===== src/design/fetch_pkg.sv =====
/*
 * Shared types and constants of the instruction fetch front end.
 * Every fetch stage refers to these by scoped name.
 * The structs describe what moves from one stage to the next.
 */

package fetch_pkg;

    //////////////////////////////////////////////////////////////////////
    // widths with a meaning
    //////////////////////////////////////////////////////////////////////

    // byte address on the instruction bus
    typedef logic [31:0] addr_t;
    // one 32-bit RISC-V instruction word
    typedef logic [31:0] instr_t;

    //////////////////////////////////////////////////////////////////////
    // constants
    //////////////////////////////////////////////////////////////////////

    localparam addr_t  START_ADDRESS = 32'h0000_0000;
    // addi x0, x0, 0
    localparam instr_t NOP_INSTR     = 32'h0000_0013;
    // no compressed support, so the pc always steps one word
    localparam addr_t  INSTR_BYTES   = 32'd4;

    // prefetch ring size, must stay a power of two
    localparam int     BUF_DEPTH     = 4;
    localparam int     BUF_PTR_W     = $clog2(BUF_DEPTH);

    //////////////////////////////////////////////////////////////////////
    // stage to stage bundles
    //////////////////////////////////////////////////////////////////////

    // one fetched item with its pc
    typedef struct packed {
        logic   valid;
        addr_t  pc;
        instr_t instr;
    } fetch_word_t;

    // resolved redirect, ctx switch already wins over jump
    typedef struct packed {
        logic  taken;
        addr_t target;
    } redirect_t;

endpackage


===== src/design/fetch_addr_gen.sv =====
/*
 * Address stage of the fetch front end.
 * Owns the fetch address, picks the redirect target and holds the
 * address on memory busy or a nearly full prefetch buffer. Tags the
 * word coming back from memory with its pc and validity.
 */

`timescale 1ns/1ps

module fetch_addr_gen (
    input  logic                   clk,
    input  logic                   reset_n,
    input  logic                   enable_i,
    input  logic                   jump_i,
    input  logic                   ctx_switch_i,
    input  fetch_pkg::addr_t       jump_target_i,
    input  fetch_pkg::addr_t       ctx_switch_target_i,
    input  logic                   imem_busy_i,
    input  fetch_pkg::instr_t      imem_data_i,
    input  logic                   almost_full_i,
    output fetch_pkg::redirect_t   redirect_o,
    output fetch_pkg::addr_t       imem_addr_o,
    output fetch_pkg::fetch_word_t fetched_o
);

    //////////////////////////////////////////////////////////////////////
    // redirect selection
    //////////////////////////////////////////////////////////////////////

    // ctx switch has priority over jump
    always_comb begin
        redirect_o.taken = ctx_switch_i || jump_i;
        if (ctx_switch_i) begin
            redirect_o.target = ctx_switch_target_i;
        end else begin
            redirect_o.target = jump_target_i;
        end
    end

    //////////////////////////////////////////////////////////////////////
    // fetch address
    //////////////////////////////////////////////////////////////////////

    fetch_pkg::addr_t addr_q;
    logic             hold;

    // memory busy, or buffer close to full with decode not taking
    assign hold = imem_busy_i || (almost_full_i && !enable_i);

    always_ff @(posedge clk or negedge reset_n) begin
        if (!reset_n) begin
            addr_q <= fetch_pkg::START_ADDRESS;
        end else if (redirect_o.taken) begin
            addr_q <= redirect_o.target;
        end else if (!hold) begin
            addr_q <= addr_q + fetch_pkg::INSTR_BYTES;
        end
    end

    // word aligned bus address
    assign imem_addr_o = {addr_q[31:2], 2'b00};

    //////////////////////////////////////////////////////////////////////
    // return tagging
    //////////////////////////////////////////////////////////////////////

    logic             accepted_q;
    fetch_pkg::addr_t req_pc_q;

    // address counts as taken only when it advanced this cycle
    // a redirect in the request cycle kills the old-stream word
    always_ff @(posedge clk or negedge reset_n) begin
        if (!reset_n) begin
            accepted_q <= 1'b0;
        end else begin
            accepted_q <= !hold && !redirect_o.taken;
        end
    end

    always_ff @(posedge clk) begin
        req_pc_q <= imem_addr_o;
    end

    // redirect in the return cycle also kills it
    always_comb begin
        fetched_o.valid = accepted_q && !redirect_o.taken;
        fetched_o.pc    = req_pc_q;
        fetched_o.instr = imem_data_i;
    end

endmodule


===== src/design/fetch_prefetch_buf.sv =====
/*
 * Prefetch ring buffer between the address stage and the issue stage.
 * Stores returned words that decode does not take in the same cycle,
 * pops on enable and is flushed by every redirect. Presents the head
 * entry, or the returning word directly when the ring is empty.
 */

`timescale 1ns/1ps

module fetch_prefetch_buf (
    input  logic                   clk,
    input  logic                   reset_n,
    input  logic                   enable_i,
    input  fetch_pkg::redirect_t   redirect_i,
    input  fetch_pkg::fetch_word_t fetched_i,
    output fetch_pkg::fetch_word_t next_word_o,
    output logic                   almost_full_o
);

    //////////////////////////////////////////////////////////////////////
    // storage and pointers
    //////////////////////////////////////////////////////////////////////

    fetch_pkg::fetch_word_t         buf_mem [fetch_pkg::BUF_DEPTH];
    logic [fetch_pkg::BUF_PTR_W-1:0] wr_ptr_q;
    logic [fetch_pkg::BUF_PTR_W-1:0] rd_ptr_q;
    logic [fetch_pkg::BUF_PTR_W:0]   count_q;

    logic empty;
    logic push;
    logic pop;

    assign empty = (count_q == '0);

    // word bypasses the ring when empty and decode takes it now
    assign push = fetched_i.valid && !(empty && enable_i);
    assign pop  = enable_i && !empty;

    // one slot kept free for the word already in memory
    assign almost_full_o =
        (count_q >= (fetch_pkg::BUF_PTR_W+1)'(fetch_pkg::BUF_DEPTH - 1));

    always_ff @(posedge clk or negedge reset_n) begin
        if (!reset_n) begin
            wr_ptr_q <= '0;
            rd_ptr_q <= '0;
            count_q  <= '0;
        end else if (redirect_i.taken) begin
            // flush on any redirect
            wr_ptr_q <= '0;
            rd_ptr_q <= '0;
            count_q  <= '0;
        end else begin
            if (push) begin
                wr_ptr_q <= wr_ptr_q + 1'b1;
            end
            if (pop) begin
                rd_ptr_q <= rd_ptr_q + 1'b1;
            end
            // pointers wrap on their own, depth is a power of two
            count_q <= count_q + (fetch_pkg::BUF_PTR_W+1)'(push)
                               - (fetch_pkg::BUF_PTR_W+1)'(pop);
        end
    end

    always_ff @(posedge clk) begin
        if (push) begin
            buf_mem[wr_ptr_q] <= fetched_i;
        end
    end

    //////////////////////////////////////////////////////////////////////
    // output selection
    //////////////////////////////////////////////////////////////////////

    // stale entries must not reach issue in the redirect cycle
    always_comb begin
        if (empty) begin
            next_word_o = fetched_i;
        end else begin
            next_word_o = buf_mem[rd_ptr_q];
        end
        next_word_o.valid = next_word_o.valid && !redirect_i.taken;
    end

endmodule


===== src/design/fetch_issue.sv =====
/*
 * Issue stage of the fetch front end.
 * Registers the instruction, pc and valid handed to decode on each
 * enabled cycle, and keeps the jumping flag that marks output from a
 * redirected stream. Starts from a NOP at the start address.
 */

`timescale 1ns/1ps

module fetch_issue (
    input  logic                   clk,
    input  logic                   reset_n,
    input  logic                   enable_i,
    input  fetch_pkg::redirect_t   redirect_i,
    input  fetch_pkg::fetch_word_t next_word_i,
    output logic                   valid_o,
    output fetch_pkg::addr_t       pc_o,
    output fetch_pkg::instr_t      instr_o,
    output logic                   jumping_o
);

    //////////////////////////////////////////////////////////////////////
    // decode outputs
    //////////////////////////////////////////////////////////////////////

    // valid follows every enabled cycle
    always_ff @(posedge clk or negedge reset_n) begin
        if (!reset_n) begin
            valid_o <= 1'b0;
        end else if (enable_i) begin
            valid_o <= next_word_i.valid;
        end
    end

    // instr and pc only move on a real word
    // so an empty cycle keeps the last one on the outputs
    always_ff @(posedge clk or negedge reset_n) begin
        if (!reset_n) begin
            pc_o    <= fetch_pkg::START_ADDRESS;
            instr_o <= fetch_pkg::NOP_INSTR;
        end else if (enable_i && next_word_i.valid) begin
            pc_o    <= next_word_i.pc;
            instr_o <= next_word_i.instr;
        end
    end

    //////////////////////////////////////////////////////////////////////
    // jumping flag
    //////////////////////////////////////////////////////////////////////

    // high out of reset, reset is a redirect to the start address
    // set the cycle after a redirect
    // cleared by the first enabled cycle after that
    always_ff @(posedge clk or negedge reset_n) begin
        if (!reset_n) begin
            jumping_o <= 1'b1;
        end else if (redirect_i.taken) begin
            jumping_o <= 1'b1;
        end else if (enable_i) begin
            jumping_o <= 1'b0;
        end
    end

endmodule


===== src/design/fetch_top.sv =====
/*
 * Top level of the instruction fetch front end.
 * Connects the address stage, the prefetch buffer and the issue stage
 * between the instruction memory port and the decode stage.
 */

`timescale 1ns/1ps

module fetch_top (
    input  logic              clk,
    input  logic              reset_n,
    input  logic              enable_i,
    input  logic              jump_i,
    input  logic              ctx_switch_i,
    input  fetch_pkg::addr_t  jump_target_i,
    input  fetch_pkg::addr_t  ctx_switch_target_i,
    input  logic              imem_busy_i,
    input  fetch_pkg::instr_t imem_data_i,
    output fetch_pkg::addr_t  imem_addr_o,
    output logic              valid_o,
    output fetch_pkg::addr_t  pc_o,
    output fetch_pkg::instr_t instr_o,
    output logic              jumping_o
);

    // stage to stage nets
    fetch_pkg::redirect_t   redirect;
    fetch_pkg::fetch_word_t fetched;
    fetch_pkg::fetch_word_t next_word;
    logic                   almost_full;

    // address generation and return tagging
    fetch_addr_gen fetch_addr_gen_i (
        .clk                 (clk),
        .reset_n             (reset_n),
        .enable_i            (enable_i),
        .jump_i              (jump_i),
        .ctx_switch_i        (ctx_switch_i),
        .jump_target_i       (jump_target_i),
        .ctx_switch_target_i (ctx_switch_target_i),
        .imem_busy_i         (imem_busy_i),
        .imem_data_i         (imem_data_i),
        .almost_full_i       (almost_full),
        .redirect_o          (redirect),
        .imem_addr_o         (imem_addr_o),
        .fetched_o           (fetched)
    );

    // prefetch ring with bypass
    fetch_prefetch_buf fetch_prefetch_buf_i (
        .clk           (clk),
        .reset_n       (reset_n),
        .enable_i      (enable_i),
        .redirect_i    (redirect),
        .fetched_i     (fetched),
        .next_word_o   (next_word),
        .almost_full_o (almost_full)
    );

    // decode facing registers
    fetch_issue fetch_issue_i (
        .clk         (clk),
        .reset_n     (reset_n),
        .enable_i    (enable_i),
        .redirect_i  (redirect),
        .next_word_i (next_word),
        .valid_o     (valid_o),
        .pc_o        (pc_o),
        .instr_o     (instr_o),
        .jumping_o   (jumping_o)
    );

endmodule


===== config.mk =====
export PLATFORM = sky130hd
export DESIGN_NAME = fetch_top
export DESIGN_NICKNAME = d
export VERILOG_FILES = /design/src/design/fetch_pkg.sv /design/src/design/fetch_addr_gen.sv /design/src/design/fetch_prefetch_buf.sv /design/src/design/fetch_issue.sv /design/src/design/fetch_top.sv
export SDC_FILE = /design/constraint.sdc
export NUM_CORES = 1
export LEC_CHECK = 0
export ABC_CLOCK_PERIOD_IN_PS = 3200
export BUFFER_PORTS_ARGS = -buffer_cell sky130_fd_sc_hd__buf_2
export CORE_MARGIN = 4
export CORE_UTILIZATION = 30
export DETAILED_ROUTE_END_ITERATION = 6
export SYNTH_ARGS = -nofsm -noshare
export SYNTH_HDL_FRONTEND = slang
export SYNTH_SLANG_ARGS = --single-unit
export TNS_END_PERCENT = 5

===== constraint.sdc =====
create_clock -name clk -period 3.2 [get_ports clk]
set_input_delay 0.64 -clock clk [delete_from_list [all_inputs] [get_ports clk]]
set_output_delay 0.64 -clock clk [all_outputs]
set_load 0.01 [all_outputs]

== After elaboration in Yosys (flattened, before gate mapping) ==
Memory sizes are Yosys's and may differ from the RTL's.
Index checks and enable logic that the tools add are counted.
Cells by class
  add/subtract/negate cells: 5
  bitwise operators: 0
  shift operators: 0
  $lt $le $gt $ge: 1
  div/mod/pow operators: 0
  multiply operators: 0
  reductions and logical operators: 19
  mux-type cells: 13
  equal/unequal tests: 1
Operator list (count)
  two-way mux 32 bit: 3
  two-way mux 65 bit: 1
  adder 32 x 3 -> 32 bit, second input constant: 1
  logical AND 1 bit: 8
  two-way mux 2 bit: 4
  nonzero test 2 bit: 3
  zero test 1 bit: 5
  adder 2 x 1 -> 2 bit, second input constant: 2
  two-way mux 1 bit: 4
  adder 3 x 1 -> 3 bit: 1
  >= comparator 3 x 2 -> 1 bit, second input constant: 1
  zero test 3 bit: 1
  two-way mux 3 bit: 1
  subtractor 3 x 1 -> 3 bit: 1
  logical OR 1 bit: 2
  != test 2 x 1 -> 1 bit, second input constant: 1
Word-level totals
  memories kept: 1
  memory bits (writable): 252
  latch bits: 0
  bits in registers: 136
  input port bits: 102
  bits in read-only memories: 0
Memories
  fetch_prefetch_buf_i.buf_mem: words 4, width 63, rd ports 1, clocked after Yosys merged registers in 0, wr ports 1, RTL line fetch_prefetch_buf.sv:24  | fetch_pkg::fetch_word_t buf_mem [fetch_pkg::BUF_DEPTH];

== Depth between registers and ports, before layout ==
  depth in word-level cells: 7
  mapped depth: 9
  depth with buffers taken out: 9

== Hierarchy ==
A second synthesis with hierarchy kept.
Unflattened totals
  cell total of the unflattened synthesis: 918
  area, all modules: 16415.7 µm²
Modules (own cells, without submodules)
  fetch_prefetch_buf: area each 10607.7 µm², cells an instance 460, times used 1, sequential area each 7982.7 µm²
  fetch_addr_gen: area each 3150.5 µm², cells an instance 316, times used 1, sequential area each 1376.3 µm²
  fetch_issue: area each 2657.5 µm², cells an instance 142, times used 1, sequential area each 1656.6 µm²

== Worst setup path before layout ==
Ideal clock, no wire load.
  path type: input port to flip-flop
  start: input jump_i
  end: memory fetch_prefetch_buf_i.buf_mem[1][0] (netlist bit), enable pin
  arrival time: 3006 ps
  setup time: 428 ps
  path slack: -233 ps
  data required time: 2772 ps
  stages: 4
  cell sequence: nor2_1 -> and2_1 -> a21boi_2 -> and2_1
RTL lines
  start, declared: RTL line fetch_top.sv:13  | input logic jump_i,
  end, declared: RTL line fetch_prefetch_buf.sv:24

== Worst setup path in the final report ==
  start: register fetch_prefetch_buf_i.count_q[1] (netlist bit)
  end: register fetch_addr_gen_i.addr_q[23]
Between the ends
  word-level cells in the longest chain between the ends: 4
RTL lines
  start, declared: RTL line fetch_prefetch_buf.sv:27  | logic [fetch_pkg::BUF_PTR_W:0] count_q;
  start signal, assigned: RTL line fetch_prefetch_buf.sv:61  | count_q <= count_q + (fetch_pkg::BUF_PTR_W+1)'(push)
  >= comparator 3 x 2 -> 1 bit: RTL line fetch_prefetch_buf.sv:41  | (count_q >= (fetch_pkg::BUF_PTR_W+1)'(fetch_pkg::BUF_DEPTH - 1));
  logical AND 1 bit: RTL line fetch_addr_gen.sv:48  | assign hold = imem_busy_i || (almost_full_i && !enable_i);
  logical OR 1 bit: RTL line fetch_addr_gen.sv:48
  != test 2 x 1 -> 1 bit (no source line)
  end signal, assigned: RTL line fetch_addr_gen.sv:52  | addr_q <= fetch_pkg::START_ADDRESS;
  end signal, assigned: RTL line fetch_addr_gen.sv:54  | addr_q <= redirect_o.target;
  end signal, assigned: RTL line fetch_addr_gen.sv:56  | addr_q <= addr_q + fetch_pkg::INSTR_BYTES;
  end, declared: RTL line fetch_addr_gen.sv:44  | fetch_pkg::addr_t addr_q;
Every way passes these cells.
A chain may end at the register's enable or synchronous reset.

==> impl_metrics.csv <==
group,metric,value,unit
timing,fin_skew,21.8,ps
global_route,grt_pass1_wl,57300,microns
critical_path,crit_type,"reg -> reg",
timing,final_hold_viol_count,0,
synthesis,synth_edf_count,252,
global_route,antenna_found_initial,1,
timing,setup_ws,776,ps
timing,hold_slack,142,ps
placed_design,hpwlAfterDp,23300,microns
synthesis,avgSynthCellArea,15.5,sq um
worst_hold_path,min_path_type,"in -> async",
timing,worstMarginPinSlew,900,ps
routing,viasPerCell,4.70,
status,status,"completed",
timing,tns,0,ps
critical_path,crit_required,3680,ps
timing,finalCriticalPeriod,2420,ps
clock_tree,cts_buffers,43,
final_layout,syn_to_final_growth,21.0,%
timing,final.period_utilization,75.7,%
routing,routed_wl,37100,microns
routing,drc,0,
die,fp.dieW,235,microns
critical_path,cp-end-kind,"flip-flop",
synthesis,yosysWarnings,0,
final_layout,diodes,0,
critical_path,path_max_fanout,20,
final_layout,finalNetCount,1309,
synthesis,ys_seq_elements,384,
routing,via_count,8945,
global_route,first_global_vias,9380,
final_layout,final_common_cell,"edfxtp_1",
global_route,grt_max_degree,65,
synthesis,yosysTopAreaCell,"edfxtp_1",
final_layout,layout-drive-gt1-share,33.0,%
power,p_per_area,639,nW/um^2
timing,slew-limit-headroom,40.0,%
clock_tree,cts_setup_buffers,0,
global_route,grt.total_usage,13.3,%
die,fp.coreArea,50500,sq um
synthesis,ys_seq_area_share,69.6,%
synthesis,ys_async_sr_fraction,26.6,%
critical_path,worstSetupStartpointType,"flip-flop",
power,ir_drop,306,uV
global_route,overflow,0,
clock_tree,cts_root_buffer,"clkbuf_16",
timing,setup_violations,0,
final_layout,most-common-layout-cells,"edfxtp_1, buf_2, nand2_1, dfrtp_1, nor2_1",
clock_tree,clk_pin_slew,60,ps
synthesis,yosys.area.top_type_share,49.1,%
routing,antenna_left,0,
synthesis,yosys-top-cells-area,"edfxtp_1, dfrtp_1, mux4_2, a31oi_2, dfxtp_1",
power,p_leak,6.65,nW
die,io_pins,200,
die,start_util,30.5,%
synthesis,yosys_most_used_dff,"edfxtp_1",
clock_tree,cts_sinks,384,
clock_tree,cts_tree,"done",
die,placementRows,82,
synthesis,synthCells,993,
die,die_h,235,microns
die,die_area,55000,sq um
placed_design,port_buffers,191,
job,cap_violations,0,
final_layout,final_area,18700,sq um
timing,clock.fmax,0.413,GHz
synthesis,ys_types,53,
final_layout,post-route-util,36.9,%
clock_tree,clk_latency,560,ps
critical_path,r2r_setup_slack,780,ps
routing,avgRoutedWirePerCell,19.5,microns
routing,drt_iter0_drc,450,
timing,finalMaxSlewViolations,0,
clock_tree,postCtsHoldBufs,0,
critical_path,arrival,2900,ps
final_layout,fillerInstances,4838,
placed_design,dpl_cell_area,17300,sq um
clock_tree,post_cts_resized,0,
clock_tree,clk_path_buf_depth,3,
routing,drtPass1Iterations,4,
timing,rsz0062_at_grt,"no",
placed_design,gp_congestion,0.741,
synthesis,synth_area,15400,sq um
placed_design,place_ws,497,ps
clock_tree,cts-htree-levels,2,
[metal layers]
| layer | global-route usage, % | share of wire, % |
|---|---|---|
| met2 | 22.1 | 48 |
| met1 | 17.8 | 45 |
| met3 | 3.22 | 5.6 |
| met5 | 0 | 0 |
| met4 | 3.24 | 1.8 |
[cells by family (layout without fill, tap and decap cells)]
logic type / after synthesis / count (layout) / share of synthesized area, %
AOI/OAI and AO/OA: 136 / 136 / 7.67
xor gates and xnor gates: 18 / 18 / 1.02
adders and majority gates: 9 / 9 / 0.780
buffers and inverters: 71 / 307 / 2.24
DFF: 384 / 384 / 69.6
muxes: 69 / 69 / 9.62
other: 1 / 4 / 0.0243
and+or+nand+nor: 305 / 305 / 9.02
[cell usage after synthesis (all sizes together) (8+ instances only)]
master / number
clkbuf: 28
or3: 13
edfxtp: 252
dfrtp: 98
nor2b: 18
dfxtp: 30
a21oi: 12
nand4: 12
ha: 8
a211oi: 17
inv: 13
o21ai: 14
nor2: 81
xor2: 12
a31oi: 71
nand3: 18
buf: 30
mux4: 63
nand2: 140
[power by group]
| group | total, mW | internal (mW) | switching, mW |
|---|---|---|---|
| clock network | 4.79 | 2.82 | 1.97 |
| registers | 5.92 | 5.65 | 0.262 |
| logic | 1.21 | 0.512 | 0.695 |
| total | 11.9 | 8.99 | 2.93 |
[registers in the layout, summed over array words and instances, names as in the netlist, 2 cells and up]
register                       count
fetch_prefetch_buf_i.count_q       3
fetch_prefetch_buf_i.buf_mem     252
fetch_issue_i.instr_o             32
fetch_prefetch_buf_i.rd_ptr_q      2
fetch_addr_gen_i.addr_q           30
fetch_prefetch_buf_i.wr_ptr_q      2
fetch_issue_i.pc_o                30
fetch_addr_gen_i.req_pc_q         30
[cell type report]
type                    instances  area (sq um)  share of cell area [%]
flip-flops and latches        384         10700                    57.5
multi-input cells             541          4370                    23.4
repair buffers                215          1290                    6.91
clock buffers                  59          1180                    6.31
well taps                     672           841                    4.51
clock inverters                20           195                    1.05
inverters                      13          48.8                   0.262
[final timing paths]
kind / end / cells after the start / from
max in group asynchronous: fetch_addr_gen_i.addr_q[7]$_DFFE_PN0P_ / 2 / reset_n
worst min-delay path: fetch_issue_i.instr_o[8]$_DFFE_PN0P_ / 1 / reset_n
min in group clk: fetch_addr_gen_i.addr_q[2]$_DFFE_PN0P_ / 3 / ctx_switch_target_i[2]
worst min register to register: fetch_addr_gen_i.req_pc_q[31]$_DFF_P_ / 0 / fetch_addr_gen_i.addr_q[31]$_DFFE_PN0P_
worst max-delay path: fetch_addr_gen_i.addr_q[23]$_DFFE_PN0P_ / 6 / fetch_prefetch_buf_i.count_q[1]$_DFF_PN0_
worst max register to register: fetch_addr_gen_i.addr_q[23]$_DFFE_PN0P_ / 6 / fetch_prefetch_buf_i.count_q[1]$_DFF_PN0_
[worst max-delay path: stages (launching register included)]
cell     delay [ps]
dfrtp_1         460
ha_1            230
nor2_1          150
o211a_1         580
nand4_1         340
or3_1           400
a31oi_1         180
[metrics by stage]
stage	instances	power, mW
5_1_grt	1904	12.5
6_report	1904	11.9
4_1_cts	1904	12.1
3_5_place_dp	1825	7.27
3_3_place_gp	1825	7.23
2_1_floorplan	996	6.60
(Power assumes the default switching activity.)
